## config.mk

```make
export PLATFORM = sky130hd
export DESIGN_NAME = dma_top
export DESIGN_NICKNAME = d
export VERILOG_FILES = /design/src/hdl/dma_pkg.sv /design/src/hdl/dma_regs.sv /design/src/hdl/dma_addr_gen.sv /design/src/hdl/dma_sequencer.sv /design/src/hdl/dma_dev_port.sv /design/src/hdl/dma_top.sv
export SDC_FILE = /design/constraint.sdc
export NUM_CORES = 1
export LEC_CHECK = 0
export ABC_AREA = 0
export BUFFER_PORTS_ARGS = -buffer_cell sky130_fd_sc_hd__buf_2
export CAP_MARGIN = 20
export CORE_MARGIN = 3
export CORE_UTILIZATION = 45
export DETAILED_ROUTE_END_ITERATION = 12
export PLACE_DENSITY = 0.67
export SKIP_CTS_REPAIR_TIMING = 1
export SYNTH_ARGS = -nofsm -noshare
export SYNTH_HDL_FRONTEND = slang
export SYNTH_SLANG_ARGS = --single-unit
```

## constraint.sdc

```tcl
create_clock -name clk -period 6.9 [get_ports clk]
set_input_delay 2.07 -clock clk [delete_from_list [all_inputs] [get_ports clk]]
set_output_delay 2.07 -clock clk [all_outputs]
set_load 0.01 [all_outputs]
```

## src/hdl/dma_pkg.sv

```systemverilog
// shared codes for the DMA engine
// register indexes match the bit order of the CPU write strobe vector
package dma_pkg;

    localparam int WORD_W   = 16;   // DRAM and IDE word
    localparam int BYTE_W   = 8;    // CPU and SD byte
    localparam int NUM_REGS = 9;    // width of the strobe vector

    // target device, low three bits of the control byte
    typedef enum logic [2:0] {
        DEV_NONE = 3'd0,
        DEV_RAM  = 3'd1,
        DEV_SD   = 3'd2,
        DEV_IDE  = 3'd3
    } dev_e;

    // strobe bit positions
    typedef enum logic [3:0] {
        REG_SADDR_L = 4'd0,
        REG_SADDR_H = 4'd1,
        REG_SADDR_X = 4'd2,
        REG_DADDR_L = 4'd3,
        REG_DADDR_H = 4'd4,
        REG_DADDR_X = 4'd5,
        REG_LEN     = 4'd6,
        REG_CTRL    = 4'd7,
        REG_NUM     = 4'd8
    } reg_e;

    // control byte fields
    localparam int CTRL_WNR    = 7;     // 1 moves RAM to device
    localparam int CTRL_ZWAIT  = 6;     // hold the CPU during transfer
    localparam int CTRL_SALGN  = 5;
    localparam int CTRL_DALGN  = 4;
    localparam int CTRL_SIZE   = 3;     // align step 512 instead of 256
    localparam int CTRL_DEV_HI = 2;
    localparam int CTRL_DEV_LO = 0;

endpackage

```

## src/hdl/dma_regs.sv

```systemverilog
// CPU side register file, writes ignored while a transfer runs
// launch needs a refresh cycle seen since the previous transfer
`timescale 1ns/1ps

module dma_regs #(
    parameter int LEN_W = 8
) (
    input  logic                          clk,
    input  logic                          rst_n,
    input  logic [dma_pkg::NUM_REGS-1:0]  reg_wr,
    input  logic [dma_pkg::BYTE_W-1:0]    zdata,
    input  logic                          rfsh_n,
    input  logic                          act,
    output logic                          launch,
    output logic                          wnr,
    output logic                          zwait,
    output logic                          src_align,
    output logic                          dst_align,
    output logic                          size,
    output dma_pkg::dev_e                 device,
    output logic [LEN_W-1:0]              len,
    output logic [LEN_W-1:0]              num,
    output logic                          src_load_l,
    output logic                          src_load_h,
    output logic                          src_load_x,
    output logic                          dst_load_l,
    output logic                          dst_load_h,
    output logic                          dst_load_x,
    output logic                          cpu_wait
);
    import dma_pkg::*;

    logic [NUM_REGS-1:0] wr;   // strobes after blocking
    logic                launch_en;

    assign wr         = reg_wr & {NUM_REGS{~act}};
    assign launch     = wr[REG_CTRL] & launch_en;
    assign src_load_l = wr[REG_SADDR_L];
    assign src_load_h = wr[REG_SADDR_H];
    assign src_load_x = wr[REG_SADDR_X];
    assign dst_load_l = wr[REG_DADDR_L];
    assign dst_load_h = wr[REG_DADDR_H];
    assign dst_load_x = wr[REG_DADDR_X];
    assign cpu_wait   = act & zwait;

    always_ff @(posedge clk)
    begin
        if (!rst_n)
        begin
            launch_en <= 1'b0;
            wnr       <= 1'b0;
            zwait     <= 1'b0;
            src_align <= 1'b0;
            dst_align <= 1'b0;
            size      <= 1'b0;
            device    <= DEV_NONE;
        end
        else
        begin
            // refresh during a transfer does not count
            if (act)
                launch_en <= 1'b0;
            else if (!rfsh_n)
                launch_en <= 1'b1;

            if (launch)
            begin
                wnr       <= zdata[CTRL_WNR];
                zwait     <= zdata[CTRL_ZWAIT];
                src_align <= zdata[CTRL_SALGN];
                dst_align <= zdata[CTRL_DALGN];
                size      <= zdata[CTRL_SIZE];
                device    <= dev_e'(zdata[CTRL_DEV_HI:CTRL_DEV_LO]);
            end
        end
    end

    always_ff @(posedge clk)
    begin
        if (wr[REG_LEN])
            len <= zdata[LEN_W-1:0];    // cycles per burst minus one
        if (wr[REG_NUM])
            num <= zdata[LEN_W-1:0];    // bursts minus one
    end

    // sequencer must pick up every accepted launch on the next edge
    assert property (@(posedge clk) disable iff (!rst_n) launch |-> !act ##1 act)
        else $error("launch while active or act not raised after launch");

endmodule

```

## src/hdl/dma_addr_gen.sv

```systemverilog
// word address counter, loaded from CPU bytes, low byte carries bits 7..1 only
// aligned bursts restart at the saved low byte and step 256 or 512 words
`timescale 1ns/1ps

module dma_addr_gen #(
    parameter int ADDR_W = 21
) (
    input  logic                        clk,
    input  logic [dma_pkg::BYTE_W-1:0]  zdata,
    input  logic                        load_l,
    input  logic                        load_h,
    input  logic                        load_x,
    input  logic                        align,
    input  logic                        size,
    input  logic                        step,
    input  logic                        next_burst,
    output logic [ADDR_W-1:0]           addr
);

    localparam int HI_W = ADDR_W - 8;   // bits above the restart byte

    logic [7:0]        saved_l;   // burst restart point
    logic [HI_W-1:0]   hi_step;
    logic [ADDR_W-1:0] addr_next;

    assign hi_step = size ? HI_W'(2) : HI_W'(1);

    always_comb
    begin
        if (align && next_burst)
            addr_next = {addr[ADDR_W-1:8] + hi_step, saved_l};
        else
            addr_next = addr + 1'b1;
    end

    always_ff @(posedge clk)
    begin
        // byte address from the CPU, bit 0 dropped
        if (load_l)
        begin
            addr[6:0]    <= zdata[7:1];
            saved_l[6:0] <= zdata[7:1];
        end

        if (load_h)
        begin
            addr[12:7] <= zdata[5:0];
            saved_l[7] <= zdata[0];
        end

        if (load_x)
            addr[ADDR_W-1:13] <= zdata[ADDR_W-14:0];

        if (step)
            addr <= addr_next;   // one word per DRAM access
    end

    // loads are blocked while active and steps only happen while active
    assert property (@(posedge clk) !(step && (load_l || load_h || load_x)))
        else $error("address load during a running transfer");

endmodule

```

## src/hdl/dma_sequencer.sv

```systemverilog
// read phase then write phase per word, (len+1) words per burst, (num+1) bursts
// RAM to RAM uses DRAM for both phases, source address on read
`timescale 1ns/1ps

module dma_sequencer #(
    parameter int ADDR_W = 21,
    parameter int LEN_W  = 8
) (
    input  logic                        clk,
    input  logic                        rst_n,
    input  logic                        launch,
    input  logic                        wnr,
    input  dma_pkg::dev_e               device,
    input  logic [LEN_W-1:0]            len,
    input  logic [LEN_W-1:0]            num,
    input  logic                        dram_next,
    input  logic                        dev_stb,
    input  logic [dma_pkg::WORD_W-1:0]  dram_rddata,
    input  logic [dma_pkg::WORD_W-1:0]  dev_rddata,
    input  logic [ADDR_W-1:0]           src_addr,
    input  logic [ADDR_W-1:0]           dst_addr,
    output logic                        act,
    output logic                        phase,
    output logic                        dev_req,
    output logic [dma_pkg::WORD_W-1:0]  data,
    output logic                        next_burst,
    output logic                        step_src,
    output logic                        step_dst,
    output logic [ADDR_W-1:0]           dram_addr,
    output logic                        dram_req,
    output logic                        dram_rnw
);
    import dma_pkg::*;

    logic [LEN_W-1:0] b_ctr;   // cycles left in burst
    logic [LEN_W:0]   n_ctr;   // bursts left, msb set when idle
    logic             is_ram;
    logic             state_mem;
    logic             state_dev;
    logic             mem_done;
    logic             phase_end;
    logic             cyc_end;

    assign act    = ~n_ctr[LEN_W];
    assign is_ram = (device == DEV_RAM);

    // device reads first when it feeds RAM
    assign state_dev = ~is_ram & (wnr ^ ~phase);
    assign state_mem = is_ram | (wnr ^ phase);

    assign dram_req  = act & state_mem;
    assign dev_req   = act & state_dev;
    assign dram_rnw  = ~phase;
    assign dram_addr = phase ? dst_addr : src_addr;

    assign mem_done   = dram_req & dram_next;
    assign phase_end  = mem_done | (dev_req & dev_stb);
    assign cyc_end    = phase & phase_end;
    assign next_burst = (b_ctr == '0);
    assign step_src   = mem_done & ~phase;
    assign step_dst   = mem_done & phase;

    always_ff @(posedge clk)
    begin
        if (!rst_n)
        begin
            phase <= 1'b0;
            b_ctr <= '0;
            n_ctr <= '1;   // idle
        end
        else if (launch)
        begin
            phase <= 1'b0;
            b_ctr <= len;
            n_ctr <= {1'b0, num};
        end
        else
        begin
            if (phase_end)
                phase <= ~phase;
            if (cyc_end)
            begin
                b_ctr <= next_burst ? len : b_ctr - 1'b1;
                n_ctr <= n_ctr - {{LEN_W{1'b0}}, next_burst};   // wraps to idle
            end
        end
    end

    // word buffer between the two phases
    always_ff @(posedge clk)
    begin
        if (!phase && mem_done)
            data <= dram_rddata;
        else if (!phase && dev_req && dev_stb)
            data <= dev_rddata;
    end

    assert property (@(posedge clk) disable iff (!rst_n) !(dram_req && dev_req))
        else $error("DRAM and device requested together");

    // request and address held until the DRAM answers
    assert property (@(posedge clk) disable iff (!rst_n)
        dram_req && !dram_next |=> dram_req && $stable(dram_addr))
        else $error("DRAM request changed before dram_next");

endmodule

```

## src/hdl/dma_dev_port.sv

```systemverilog
// routes the device request to SD or IDE
// SD moves a word as two bytes, low byte first
`timescale 1ns/1ps

module dma_dev_port (
    input  logic                        clk,
    input  logic                        rst_n,
    input  logic                        launch,
    input  dma_pkg::dev_e               device,
    input  logic                        dev_req,
    input  logic                        phase,
    input  logic [dma_pkg::WORD_W-1:0]  data,
    input  logic [dma_pkg::BYTE_W-1:0]  sd_rddata,
    input  logic                        sd_stb,
    input  logic [dma_pkg::WORD_W-1:0]  ide_rddata,
    input  logic                        ide_stb,
    output logic [dma_pkg::WORD_W-1:0]  dev_rddata,
    output logic                        dev_stb,
    output logic [dma_pkg::BYTE_W-1:0]  sd_wrdata,
    output logic                        sd_req,
    output logic                        sd_rnw,
    output logic [dma_pkg::WORD_W-1:0]  ide_wrdata,
    output logic                        ide_req,
    output logic                        ide_rnw
);
    import dma_pkg::*;

    logic              is_sd;
    logic              is_ide;
    logic              bsel;       // 0 low byte, 1 high byte
    logic              byte_stb;
    logic [BYTE_W-1:0] lo_byte;    // first SD byte of a word

    assign is_sd    = (device == DEV_SD);
    assign is_ide   = (device == DEV_IDE);
    assign byte_stb = is_sd & sd_req & sd_stb;

    assign sd_req    = dev_req & is_sd;
    assign sd_rnw    = ~phase;
    assign sd_wrdata = bsel ? data[WORD_W-1:BYTE_W] : data[BYTE_W-1:0];

    assign ide_req    = dev_req & is_ide;
    assign ide_rnw    = ~phase;
    assign ide_wrdata = data;

    // word complete on second SD byte
    assign dev_rddata = is_sd ? {sd_rddata, lo_byte} : ide_rddata;
    assign dev_stb    = (byte_stb & bsel) | (ide_req & ide_stb);

    always_ff @(posedge clk)
    begin
        if (!rst_n || launch)
            bsel <= 1'b0;
        else if (byte_stb)
            bsel <= ~bsel;
    end

    always_ff @(posedge clk)
    begin
        if (byte_stb && !bsel && !phase)
            lo_byte <= sd_rddata;
    end

    // every device phase ends on a word boundary
    assert property (@(posedge clk) disable iff (!rst_n) dev_stb |=> !bsel)
        else $error("SD byte select out of step after device phase");

endmodule

```

## src/hdl/dma_top.sv

```systemverilog
// DMA engine top, 16-bit words between DRAM and DRAM, SD or IDE
// register strobes are one per register, see dma_pkg for the order
`timescale 1ns/1ps

module dma_top #(
    parameter int ADDR_W = 21,
    parameter int LEN_W  = 8
) (
    input  logic                          clk,
    input  logic                          rst_n,
    input  logic [dma_pkg::NUM_REGS-1:0]  reg_wr,
    input  logic [dma_pkg::BYTE_W-1:0]    zdata,
    input  logic                          rfsh_n,
    output logic                          act,
    output logic                          cpu_wait,
    output logic [ADDR_W-1:0]             dram_addr,
    input  logic [dma_pkg::WORD_W-1:0]    dram_rddata,
    output logic [dma_pkg::WORD_W-1:0]    dram_wrdata,
    output logic                          dram_req,
    output logic                          dram_rnw,
    input  logic                          dram_next,
    input  logic [dma_pkg::BYTE_W-1:0]    sd_rddata,
    output logic [dma_pkg::BYTE_W-1:0]    sd_wrdata,
    output logic                          sd_req,
    output logic                          sd_rnw,
    input  logic                          sd_stb,
    input  logic [dma_pkg::WORD_W-1:0]    ide_rddata,
    output logic [dma_pkg::WORD_W-1:0]    ide_wrdata,
    output logic                          ide_req,
    output logic                          ide_rnw,
    input  logic                          ide_stb
);
    import dma_pkg::*;

    logic              launch;
    logic              wnr;
    logic              src_align;
    logic              dst_align;
    logic              size;
    dev_e              device;
    logic [LEN_W-1:0]  len;
    logic [LEN_W-1:0]  num;
    logic              src_load_l;
    logic              src_load_h;
    logic              src_load_x;
    logic              dst_load_l;
    logic              dst_load_h;
    logic              dst_load_x;
    logic              phase;
    logic              dev_req;
    logic              next_burst;
    logic              step_src;
    logic              step_dst;
    logic [ADDR_W-1:0] src_addr;
    logic [ADDR_W-1:0] dst_addr;
    logic [WORD_W-1:0] dev_rddata;
    logic              dev_stb;

    dma_regs #(.LEN_W(LEN_W)) u_regs (
        .clk(clk), .rst_n(rst_n), .reg_wr(reg_wr), .zdata(zdata), .rfsh_n(rfsh_n),
        .act(act), .launch(launch), .wnr(wnr), .zwait(),
        .src_align(src_align), .dst_align(dst_align), .size(size), .device(device),
        .len(len), .num(num),
        .src_load_l(src_load_l), .src_load_h(src_load_h), .src_load_x(src_load_x),
        .dst_load_l(dst_load_l), .dst_load_h(dst_load_h), .dst_load_x(dst_load_x),
        .cpu_wait(cpu_wait)
    );

    dma_addr_gen #(.ADDR_W(ADDR_W)) u_src (
        .clk(clk), .zdata(zdata),
        .load_l(src_load_l), .load_h(src_load_h), .load_x(src_load_x),
        .align(src_align), .size(size), .step(step_src), .next_burst(next_burst),
        .addr(src_addr)
    );

    dma_addr_gen #(.ADDR_W(ADDR_W)) u_dst (
        .clk(clk), .zdata(zdata),
        .load_l(dst_load_l), .load_h(dst_load_h), .load_x(dst_load_x),
        .align(dst_align), .size(size), .step(step_dst), .next_burst(next_burst),
        .addr(dst_addr)
    );

    dma_sequencer #(.ADDR_W(ADDR_W), .LEN_W(LEN_W)) u_seq (
        .clk(clk), .rst_n(rst_n), .launch(launch), .wnr(wnr), .device(device),
        .len(len), .num(num), .dram_next(dram_next), .dev_stb(dev_stb),
        .dram_rddata(dram_rddata), .dev_rddata(dev_rddata),
        .src_addr(src_addr), .dst_addr(dst_addr),
        .act(act), .phase(phase), .dev_req(dev_req), .data(dram_wrdata),
        .next_burst(next_burst), .step_src(step_src), .step_dst(step_dst),
        .dram_addr(dram_addr), .dram_req(dram_req), .dram_rnw(dram_rnw)
    );

    dma_dev_port u_dev (
        .clk(clk), .rst_n(rst_n), .launch(launch), .device(device),
        .dev_req(dev_req), .phase(phase), .data(dram_wrdata),
        .sd_rddata(sd_rddata), .sd_stb(sd_stb),
        .ide_rddata(ide_rddata), .ide_stb(ide_stb),
        .dev_rddata(dev_rddata), .dev_stb(dev_stb),
        .sd_wrdata(sd_wrdata), .sd_req(sd_req), .sd_rnw(sd_rnw),
        .ide_wrdata(ide_wrdata), .ide_req(ide_req), .ide_rnw(ide_rnw)
    );

endmodule

```

# Yosys cells after proc, flatten, opt, wreduce, memory -nomap -nowiden
# Cells that the tools add are included.
[word_totals]
memories = 0
latchBits = 0
in_bits = 63
word_cells = 104
ram_bits = 0
reg_bits = 126
output_inout_bits = 69
romBits = 0
[classes]
shifts = 0
muxes = 21
n_lt_le_gt_ge = 0
n_eq_ne = 3
n_bitwise = 27
add_sub_neg = 6
n_div = 0
multipliers = 0
n_reduce_logical = 22
[op_table]
columns = ["cell", "count"]
rows = [
  ["two-way mux 21 bit", 5],
  ["two-way mux 16 bit", 3],
  ["two-way mux 8 bit", 6],
  ["adder 21 x 1 -> 21 bit (second input constant)", 2],
  ["adder 13 bit", 2],
  ["two-way mux 9 bit", 2],
  ["bitwise AND 1 bit", 16],
  ["nonzero test 2 bit", 8],
  ["two-way mux 7 bit", 2],
  ["two-way mux 6 bit", 2],
  ["bitwise AND 9 bit", 1],
  ["subtractor 9 x 1 -> 9 bit", 1],
  ["logical NOT 8 bit", 1],
  ["subtractor 8 x 1 -> 8 bit (second input constant)", 1],
  ["logical AND 1 bit", 7],
  ["equality test 3 x 2 -> 1 bit (second input constant)", 2],
  ["NOT 1 bit", 5],
  ["equality test 3 x 1 -> 1 bit (second input constant)", 1],
  ["logical NOT 1 bit", 3],
  ["bitwise OR 1 bit", 3],
  ["two-way mux 2 bit", 1],
  ["AND reduction 2 bit", 1],
  ["OR reduction 2 bit", 1],
  ["XOR 1 bit", 2],
  ["logical OR 1 bit", 1],
]

# Logic depth before layout (Yosys ltp)
# Gate-level depths: netlist (run 1).
[logic_depth]
ltp_word = 14
mapped_depth = 11
depth_no_buf = 11

# Cells and area by module
# Synthesis (run 1) repeated with hierarchy kept, for this count alone.
[hier_totals]
cells_unflattened = 711
hier_area_um2 = 7479.7
[by_module_without_submodules]
columns = ["module", "area_each_um2", "instances", "cells_per_inst", "seq_area_each_um2"]
rows = [
  ["dma_sequencer", 2163.3, 1, 217, 840.8],
  ["dma_addr_gen (u_dst)", 1869.3, 1, 191, 870.8],
  ["dma_addr_gen (u_src)", 1765.4, 1, 171, 870.8],
  ["dma_regs", 907.1, 1, 65, 660.6],
  ["dma_dev_port", 774.5, 1, 67, 260.2],
]

# Worst setup path after synthesis (run 1)
# OpenSTA, ideal clock, no wires.
[synth_path]
path_type = "input to register"
start = "input port sd_stb"
end = "register u_seq.data[0] in the netlist's numbering (enable)"
setup_slack_ns = 3.011
t_arrival_ns = 3.500
n_path_buf = 0
path_stages = 4
path_cell_list = "nand3b_1 -> a2111oi_4 -> nor2_1 -> nor2_1"
[synth_between]
elab_chain_cells = 5
[synth_lines]
columns = ["item", "line", "rtl"]
rows = [
  ["from (decl)", "dma_top.sv:26", "input logic sd_stb,"],
  ["bitwise AND 1 bit", "dma_dev_port.sv:36", "assign byte_stb = is_sd & sd_req & sd_stb;"],
  ["bitwise AND 1 bit", "dma_dev_port.sv:48", "assign dev_stb = (byte_stb & bsel) | (ide_req & ide_stb);"],
  ["bitwise OR 1 bit", "dma_dev_port.sv:48", ""],
  ["logical AND 1 bit", "dma_sequencer.sv:94", "else if (!phase && dev_req && dev_stb)"],
  ["nonzero test 2 bit (no source line)", "--", ""],
  ["to (signal assigned)", "dma_sequencer.sv:93", "data <= dram_rddata;"],
  ["to (signal assigned)", "dma_sequencer.sv:95", "data <= dev_rddata;"],
  ["to (decl)", "dma_sequencer.sv:25", "output logic [dma_pkg::WORD_W-1:0] data,"],
]
# Every way passes these cells.
# A chain may end at the register's enable or synchronous reset.

# Worst setup path in the final report (run 1)
[layout_path]
start = "register u_seq.phase"
end = "output port sd_req"
[layout_between]
elab_chain_cells = 5
[layout_lines]
columns = ["item", "line", "rtl"]
rows = [
  ["from (decl)", "dma_sequencer.sv:23", "output logic phase,"],
  ["from (signal assigned)", "dma_sequencer.sv:80", "phase <= ~phase;"],
  ["NOT 1 bit", "dma_sequencer.sv:48", "assign state_dev = ~is_ram & (wnr ^ ~phase);"],
  ["XOR 1 bit", "dma_sequencer.sv:48", ""],
  ["bitwise AND 1 bit", "dma_sequencer.sv:48", ""],
  ["bitwise AND 1 bit", "dma_sequencer.sv:52", "assign dev_req = act & state_dev;"],
  ["bitwise AND 1 bit", "dma_dev_port.sv:38", "assign sd_req = dev_req & is_sd;"],
  ["to (decl)", "dma_top.sv:24", "output logic sd_req,"],
]
# Every way passes these cells.

==> results summary, run 1 <==
The flow ran to the end, and the final reports show no timing, DRC or antenna violations. In this run, synthesis inferred 98 flip-flops with an integrated enable. The kind of start point of the critical path is a flip-flop. The placed instance area came out at 0.00766 mm^2.

The HPWL after detailed placement is about 13000 um. The final standard cell area without fillers is 0.00818 mm^2. The worst pin sits at a relative slew slack of 30.8%. The worst path setup slack after routing came out at about 2900 ps. The routed wire length came out at 18400 um. The CTS H-tree depth is 4.

The clock-pin slew of the registers on the worst-case setup and hold paths came out at 50 ps. Data on the critical path is required at its endpoint by 4830 ps. The die area is 0.0170 mm^2.

The post-route setup TNS is 0 ps. The most frequent standard cell in the layout excluding fill and tap cells is sky130_fd_sc_hd__buf_2. After synthesis, flip-flops and latches occupy 50.2% of the total area. In this run the power density over the cells is 233 mW/mm^2. The number of buffers created by CTS came out at 17. The total setup violations reported at the end of the flow came out at 0. The net count after synthesis came out at 751. The number of instances in the synthesized netlist is 676. In this run the worst path has a maximum fanout of 32. The analysis attributes to cell leakage a power of 3.20 nW. The number of fill cells in the layout is 1245. The worst clock skew came out at 8.83 ps. The number of sinks handled by clock tree synthesis is 126. The number of input and output port buffers inserted is approximately 130. In the synthesized netlist the async set-or-reset flop fraction comes to 0%. The tightest min-delay check is of the flip-flop to flip-flop type. The largest voltage drop on the vdd net is between 0.15 and 0.2 mV.

The number of antenna violations at the first check in global routing came out at 0. In this run the critical register-to-register path is launched from u_seq.b_ctr[0]. In the layout the commonest cells are sky130_fd_sc_hd__buf_2 (131), sky130_fd_sc_hd__edfxtp_1 (98), sky130_fd_sc_hd__nand2_1 (96).

For this design the top-level I/O count stands at roughly 130. The DRC violations left is 0. The net total in the final layout is 859. The area growth from synthesis to layout is 17.2%. The first-pass GRT wire length is approximately 29000 um. The final-report max-slew violation count came out at 0. STA classifies the critical path endpoint as a primary output. The effective utilization at floorplan is a little under half.

The site row count came out at 44. The total of max-cap violations came out at 0. At the pin with the least slew margin, the transition time is 1040 ps.

The number of antenna repair diodes is 0. The die is 131 um tall. The timing-limited maximum frequency came out at 0.248 GHz.

Clock tree synthesis selected as its root buffer the cell sky130_fd_sc_hd__clkbuf_16. The clock period minus final worst setup slack came out at 4040 ps. The worst setup path category is flip-flop to primary output. The residual antenna-violating net count after detailed routing is 0. The detailed router finished its first iteration with 567 violations. The detailed-route via count is approximately 5.7k.

The yosys synthesis warning count is 0. The via count of the first global-routing pass came out at 5547. The overall die width came out at 131 um. Setup repair after global routing left no endpoint under its margin. The count of endpoints failing hold in the final timing report came to 0. The worst-case setup slack after placement came out at 3100 ps. The area of the mapped netlist came out at 0.00698 mm^2. The final RePlAce weighted congestion is 0.928. The critical path starts at u_seq.phase. The maximum buffer depth of the clock tree came out at 2. The share of post-route cells with drive strength above 1 is 25.8%. The most used flip-flop cell after synthesis is sky130_fd_sc_hd__edfxtp_1.

The hold path startpoint is u_regs.zwait. Dividing the detail-routed via count by the number of cells gives 5.78. The number of distinct standard cells referenced by the synthesized netlist is 63.

The area inside the core boundary is 0.0149 mm^2. The overall track demand over capacity in global routing is 21.8%. The maximum number of pins on one net before global-route repair came out at 57.

The number of flip-flops and latches in the synthesized netlist is 126. Dividing the final minimum period by the clock period gives 58.5%. Data arrives at the worst endpoint at 1970 ps. TritonCTS built the clock tree. For the worst-skew pair, the clock arrives at the later sink with an insertion delay of 410 ps.

The routed wire length per instance is 18.8 um. The final global-route overflow total came out at 0. The iteration count of the initial detailed-routing pass is 6. The average size of a mapped cell is 10.3 um^2.
[cells by family (layout without fill, tap and decap cells)]
kind of cell	after synthesis	count (layout)	synth area share, %
AOI/OAI and AO/OA	143	143	12.9
xor gates and xnor gates	22	22	2.87
adders and majority gates	12	12	2.37
buffers and inverters	67	188	4.68
DFF	126	126	50.2
muxes	60	60	9.18
and+or+nand+nor	246	246	17.8
[metal layers]
| metal | vias up | routed length [um] | global-route usage (%) |
|---|---|---|---|
| met3 | 35 | 978 | 4.47 |
| met2 | 206 | 9050 | 34.9 |
| met1 | 2724 | 8060 | 29.6 |
| met5 | - | 0 | 0 |
| met4 | 0 | 349 | 7.92 |
| li1 | 2704 | - | - |
[metrics by stage]
stage | power, W | std cells | hold slack (ps) | utilization, %
finish | 0.00191 | 981 | 448 | 55.0
CTS | 0.00192 | 981 | 455 | 55.0
global route | 0.00199 | 981 | 507 | 55.0
floorplan | 0.00105 | 676 | 432 | -
detailed placement | 0.00113 | 949 | 448 | 51.6
global placement | 0.00113 | 949 | 440 | 51.6
[sequential cells by signal (all words and copies together), names as in the netlist, 8 cells and up]
register       count
u_dev.lo_byte      8
u_src.addr        21
u_seq.n_ctr        9
u_seq.data        16
u_regs.num         8
u_regs.len         8
u_dst.addr        21
u_src.saved_l      8
u_seq.b_ctr        8
u_dst.saved_l      8
[cell usage after synthesis (3+ instances only)]
master                     instances  area (um^2)
sky130_fd_sc_hd__edfxtp_1         98         2940
sky130_fd_sc_hd__nand2_1          96          360
sky130_fd_sc_hd__o21ai_0          60          300
sky130_fd_sc_hd__nor2_1           35          131
sky130_fd_sc_hd__mux2i_1          31          310
sky130_fd_sc_hd__dfxtp_1          28          561
sky130_fd_sc_hd__mux2_2           28          315
sky130_fd_sc_hd__clkbuf_1         23         86.3
sky130_fd_sc_hd__a21oi_1          20          100
sky130_fd_sc_hd__nand3_1          20          100
sky130_fd_sc_hd__nor3_1           19         95.1
sky130_fd_sc_hd__buf_4            18          135
sky130_fd_sc_hd__or3_1            18          113
sky130_fd_sc_hd__inv_1            17         63.8
sky130_fd_sc_hd__a31oi_1          16          100
sky130_fd_sc_hd__xor2_1           13          114
sky130_fd_sc_hd__ha_1             10          125
sky130_fd_sc_hd__o211ai_1         10         75.1
sky130_fd_sc_hd__and2_1            9         56.3
sky130_fd_sc_hd__xnor2_1           8         70.1
sky130_fd_sc_hd__and4_1            7         61.3
sky130_fd_sc_hd__o31ai_1           7         52.6
sky130_fd_sc_hd__and3_1            6         37.5
sky130_fd_sc_hd__buf_2             5         25.0
sky130_fd_sc_hd__nand4_1           5         31.3
sky130_fd_sc_hd__nor3b_1           5         37.5
sky130_fd_sc_hd__nor4_1            5         31.3
sky130_fd_sc_hd__a211oi_1          4         30.0
sky130_fd_sc_hd__or2_2             4         25.0
sky130_fd_sc_hd__a22oi_1           3         22.5
sky130_fd_sc_hd__buf_1             3         11.3
sky130_fd_sc_hd__or4_1             3         22.5
[worst paths after layout]
kind         slack, ps  cells after the start              to
min                450                      2    u_regs.zwait
max               2860                      4          sd_req
max reg2reg       3840                      9  u_seq.n_ctr[7]
min reg2reg        450                      2    u_regs.zwait
[critical path, cell delays in order (launching register included)]
cell and delay [ps]:
sky130_fd_sc_hd__dfxtp_1 300, sky130_fd_sc_hd__buf_4 370, sky130_fd_sc_hd__xor2_2 270, sky130_fd_sc_hd__nor4_1 410
sky130_fd_sc_hd__buf_2 210
[area by class of cell]
| type | instances | area (um^2) | area share, % |
|---|---|---|---|
| Inverter | 17 | 63.8 | 0.780 |
| Timing Repair Buffer | 139 | 716 | 8.75 |
| Sequential cell | 126 | 3500 | 42.8 |
| Multi-Input combinational cell | 483 | 3150 | 38.5 |
| Tap cell | 184 | 230 | 2.81 |
| Clock inverter | 11 | 75.1 | 0.918 |
| Clock buffer | 21 | 440 | 5.38 |
[power breakdown]
part	internal, W	total, W	switching (W)
Clock	0.000485	0.000788	0.000304
Sequential	0.000866	0.000903	0.0000366
Combinational	0.0000872	0.000219	0.000131
Total	0.00144	0.00191	0.000472
No activity file was read; power rests on OpenSTA's default activity.
==> inputs of run 2 (changes only) <==
--- a/config.mk
+++ b/config.mk
@@ -11,7 +11,7 @@
 export CORE_MARGIN = 3
 export CORE_UTILIZATION = 45
 export DETAILED_ROUTE_END_ITERATION = 12
-export PLACE_DENSITY = 0.67
+export PLACE_DENSITY = 0.7
 export SKIP_CTS_REPAIR_TIMING = 1
 export SYNTH_ARGS = -nofsm -noshare
 export SYNTH_HDL_FRONTEND = slang
==> constraint.sdc (replaced) <==
create_clock -name clk -period 3.7 [get_ports clk]
set_input_delay 1.11 -clock clk [delete_from_list [all_inputs] [get_ports clk]]
set_output_delay 1.11 -clock clk [all_outputs]
set_load 0.01 [all_outputs]
==> run 2 against run 1 <==
Utilization increased by 0.36 points. Sequential power increased by 87%. First-iteration DRC count decreased by 6.2%. Critical path type unchanged. Largest power group unchanged. Die area unchanged. Clock skew increased by 1.8 ps.
==> results summary, run 2 (synthesis results as in run 1) <==
The via density per instance is 5.94. The via count of the first global-routing pass is approximately 5.6k. The worst register-to-register path has a setup slack of 720 ps. The number of input and output port buffers inserted is between 100 and 150.

The final-report max-slew violation count came out at 0. After detailed routing, the total wire length is 19000 um. The overall die width came out at 131 um.

The startpoint identified for the worst register-to-register timing path is u_seq.b_ctr[0]. The largest voltage drop on the vdd net is 0.357 mV. The most critical setup path has its startpoint at u_regs.device[0]. The total of max-cap violations came out at 0.

Internal power comes to roughly 0.0028 W. The relative contribution of combinational cells to total power came out at 11.0%. The later-pin clock latency in the skew report came out at 420 ps.

The final standard cell count with taps included and fillers excluded came out at just under 1k. The overall track demand over capacity in global routing is 22.3%. The die area came out at ~0.017 mm^2. The worst min-delay path class is flip-flop to flip-flop. The power density relative to cell area is 453 mW/mm^2.

Final hold analysis gives a worst-case slack of between 400 and 500 ps. The number of sinks handled by clock tree synthesis is 126. The number of antenna violations at the first check in global routing came to 0. CTS built an H-tree with a depth of 4. TritonCTS built the clock tree. The critical path endpoint is dram_req. The placed instances occupy a cell area of 0.00767 mm^2. The top-level port count came out at 132.

Derived from the worst setup path, the maximum achievable clock frequency is about 0.33 GHz. The maximum buffer depth of the clock tree is 2. For the worst setup path, the data required time is 2590 ps. The total setup violations reported at the end of the flow came out at 0. Once detail routing completed, the nets flagged for antenna violations numbered 0.

The tree is rooted in a sky130_fd_sc_hd__clkbuf_16. Clock-pin slew was measured on the worst setup and hold paths at 50 ps. The share of the clock period used by the worst path after layout is 81.7%. The net total in the final layout is 860.

The final global-route overflow total is 0. The first TritonRoute pass finished after 5 iterations. The height of the die is 131 um. The effective utilization at floorplan came out at 46.9%. The setup path with the least slack is of type flip-flop to primary output. The maximum number of pins on one net before global-route repair is 57.

The depth of the worst register-to-register path is 11. The post-route netlist has 25.7% of its cells at a drive strength greater than 1. The analysis attributes to net switching a power of around 0.00091 W. The congestion estimate from routability-driven global placement came to roughly 0.92.

The DRC violations left is 0. The clock network fraction of design power came out at 43.7%. 0 antenna diodes ended up in the layout. The library cells used most frequently in the layout, excluding fill and tap cells, are sky130_fd_sc_hd__buf_2 (131), sky130_fd_sc_hd__edfxtp_1 (98), sky130_fd_sc_hd__nand2_1 (96). The share of total power dissipated in sequential elements is 45.3%.

Leaving out fill and tap cells, the most frequent cell in the layout is sky130_fd_sc_hd__buf_2. The worst register-to-register path ends at u_seq.n_ctr[4]. At the worst endpoint, the arrival time is 1910 ps. The power consumption is 0.00373 W. The number of buffers created by CTS is 17. The area added between synthesis and finish is 18.0%.

The transition time at the pin with the least slew margin came out at 1090 ps. The worst relative slew slack came out at 27.6%. The run finished with clean final reports. The fraction of power spent switching nets is 24.4%. After detailed routing, the average wire length per cell comes to 19.4 um. Setup total negative slack on the finished layout was measured at 0 ps. STA classifies the critical path startpoint as a flip-flop. The area inside the core boundary is 0.0149 mm^2. The first-pass GRT wire length is approximately 29000 um.

The detailed router finished its first iteration with 532 violations. The site row count came out at 44. The analysis attributes to cell leakage a power of 3.21 nW. In the final layout, the registers with the most flip-flops are u_dst.addr x21, u_src.addr x21, u_seq.data x16. Setup repair after global routing left no endpoint under its margin. In this run the worst path has a maximum fanout of 7. The count of endpoints failing hold in the final timing report is 0. The critical path capture point type is a primary output. Detailed placement finished with a half-perimeter wire length of around 13000 um. The detailed-route via count came out at around 5.8k.

The worst clock skew came out at between 10 and 15 ps. The final standard cell area without fillers came out at 0.00823 mm^2. The clock period minus final worst setup slack is 3020 ps. The number of cells in the design after placement came out at 950.
## run 2: cell count changes in the layout (fill, tap and decap cells not counted)
cell / before / now
sky130_fd_sc_hd__buf_4: 8 / 9
sky130_fd_sc_hd__bufinv_16: 1 / 3
sky130_fd_sc_hd__clkinv_1: 4 / 5
sky130_fd_sc_hd__clkinv_2: 6 / 1
sky130_fd_sc_hd__clkinvlp_4: 0 / 1
## run 2: worst max-delay path: stages, from the launching register on
cell and delay, ps:
sky130_fd_sc_hd__dfxtp_1 450, sky130_fd_sc_hd__nor3b_1 720, sky130_fd_sc_hd__nor2_1 80, sky130_fd_sc_hd__nor2_1 110, sky130_fd_sc_hd__buf_2 140
## run 2: layout make-up
type | instances | area (um^2)
multi-input cells | 483 | 3150
well taps | 184 | 230
flip-flops and latches | 126 | 3500
clock buffers | 21 | 440
fillers | 1300 | 6630
repair buffers | 140 | 723
inverters | 17 | 63.8
clock inverters | 10 | 121
## run 2: per-layer routing
metal | track usage (%) | wire (um) | part of all wire [%] | vias to the layer above
li1 | - | - | - | 2708
met1 | 29.4 | 7970 | 42 | 2871
met2 | 36.2 | 9470 | 50 | 202
met3 | 5.00 | 1100 | 5.8 | 44
met4 | 7.99 | 499 | 2.6 | 0
met5 | 0 | 0 | 0 | -
## run 2: power by group through the flow
stage / registers, W / clock network (W) / logic (W)
2_1_floorplan: 0.00169 / 0 / 0.000267
3_3_place_gp: 0.00171 / 0 / 0.000394
3_5_place_dp: 0.00171 / 0 / 0.000404
4_1_cts: 0.00169 / 0.00165 / 0.000407
5_1_grt: 0.00170 / 0.00170 / 0.000453
6_report: 0.00169 / 0.00163 / 0.000409
## run 2: worst min-delay path by stage
stage                                start  slack, ps                to  depth (start not counted)
after floorplan               u_regs.zwait        430      u_regs.zwait                          2
after global placement        u_regs.zwait        440      u_regs.zwait                          2
after detailed placement      u_regs.zwait        450      u_regs.zwait                          2
after CTS                 u_regs.device[2]        470  u_regs.device[2]                          2
after global routing         u_regs.num[2]        500    u_seq.n_ctr[2]                          2
final                         u_regs.zwait        470      u_regs.zwait                          2
## run 2: stage by stage
step	setup WS, ps	utilization, %
after floorplan	771	-
after global placement	843	51.6
after detailed placement	753	51.6
after CTS	634	55.4
after global routing	486	55.4
final	676	55.4
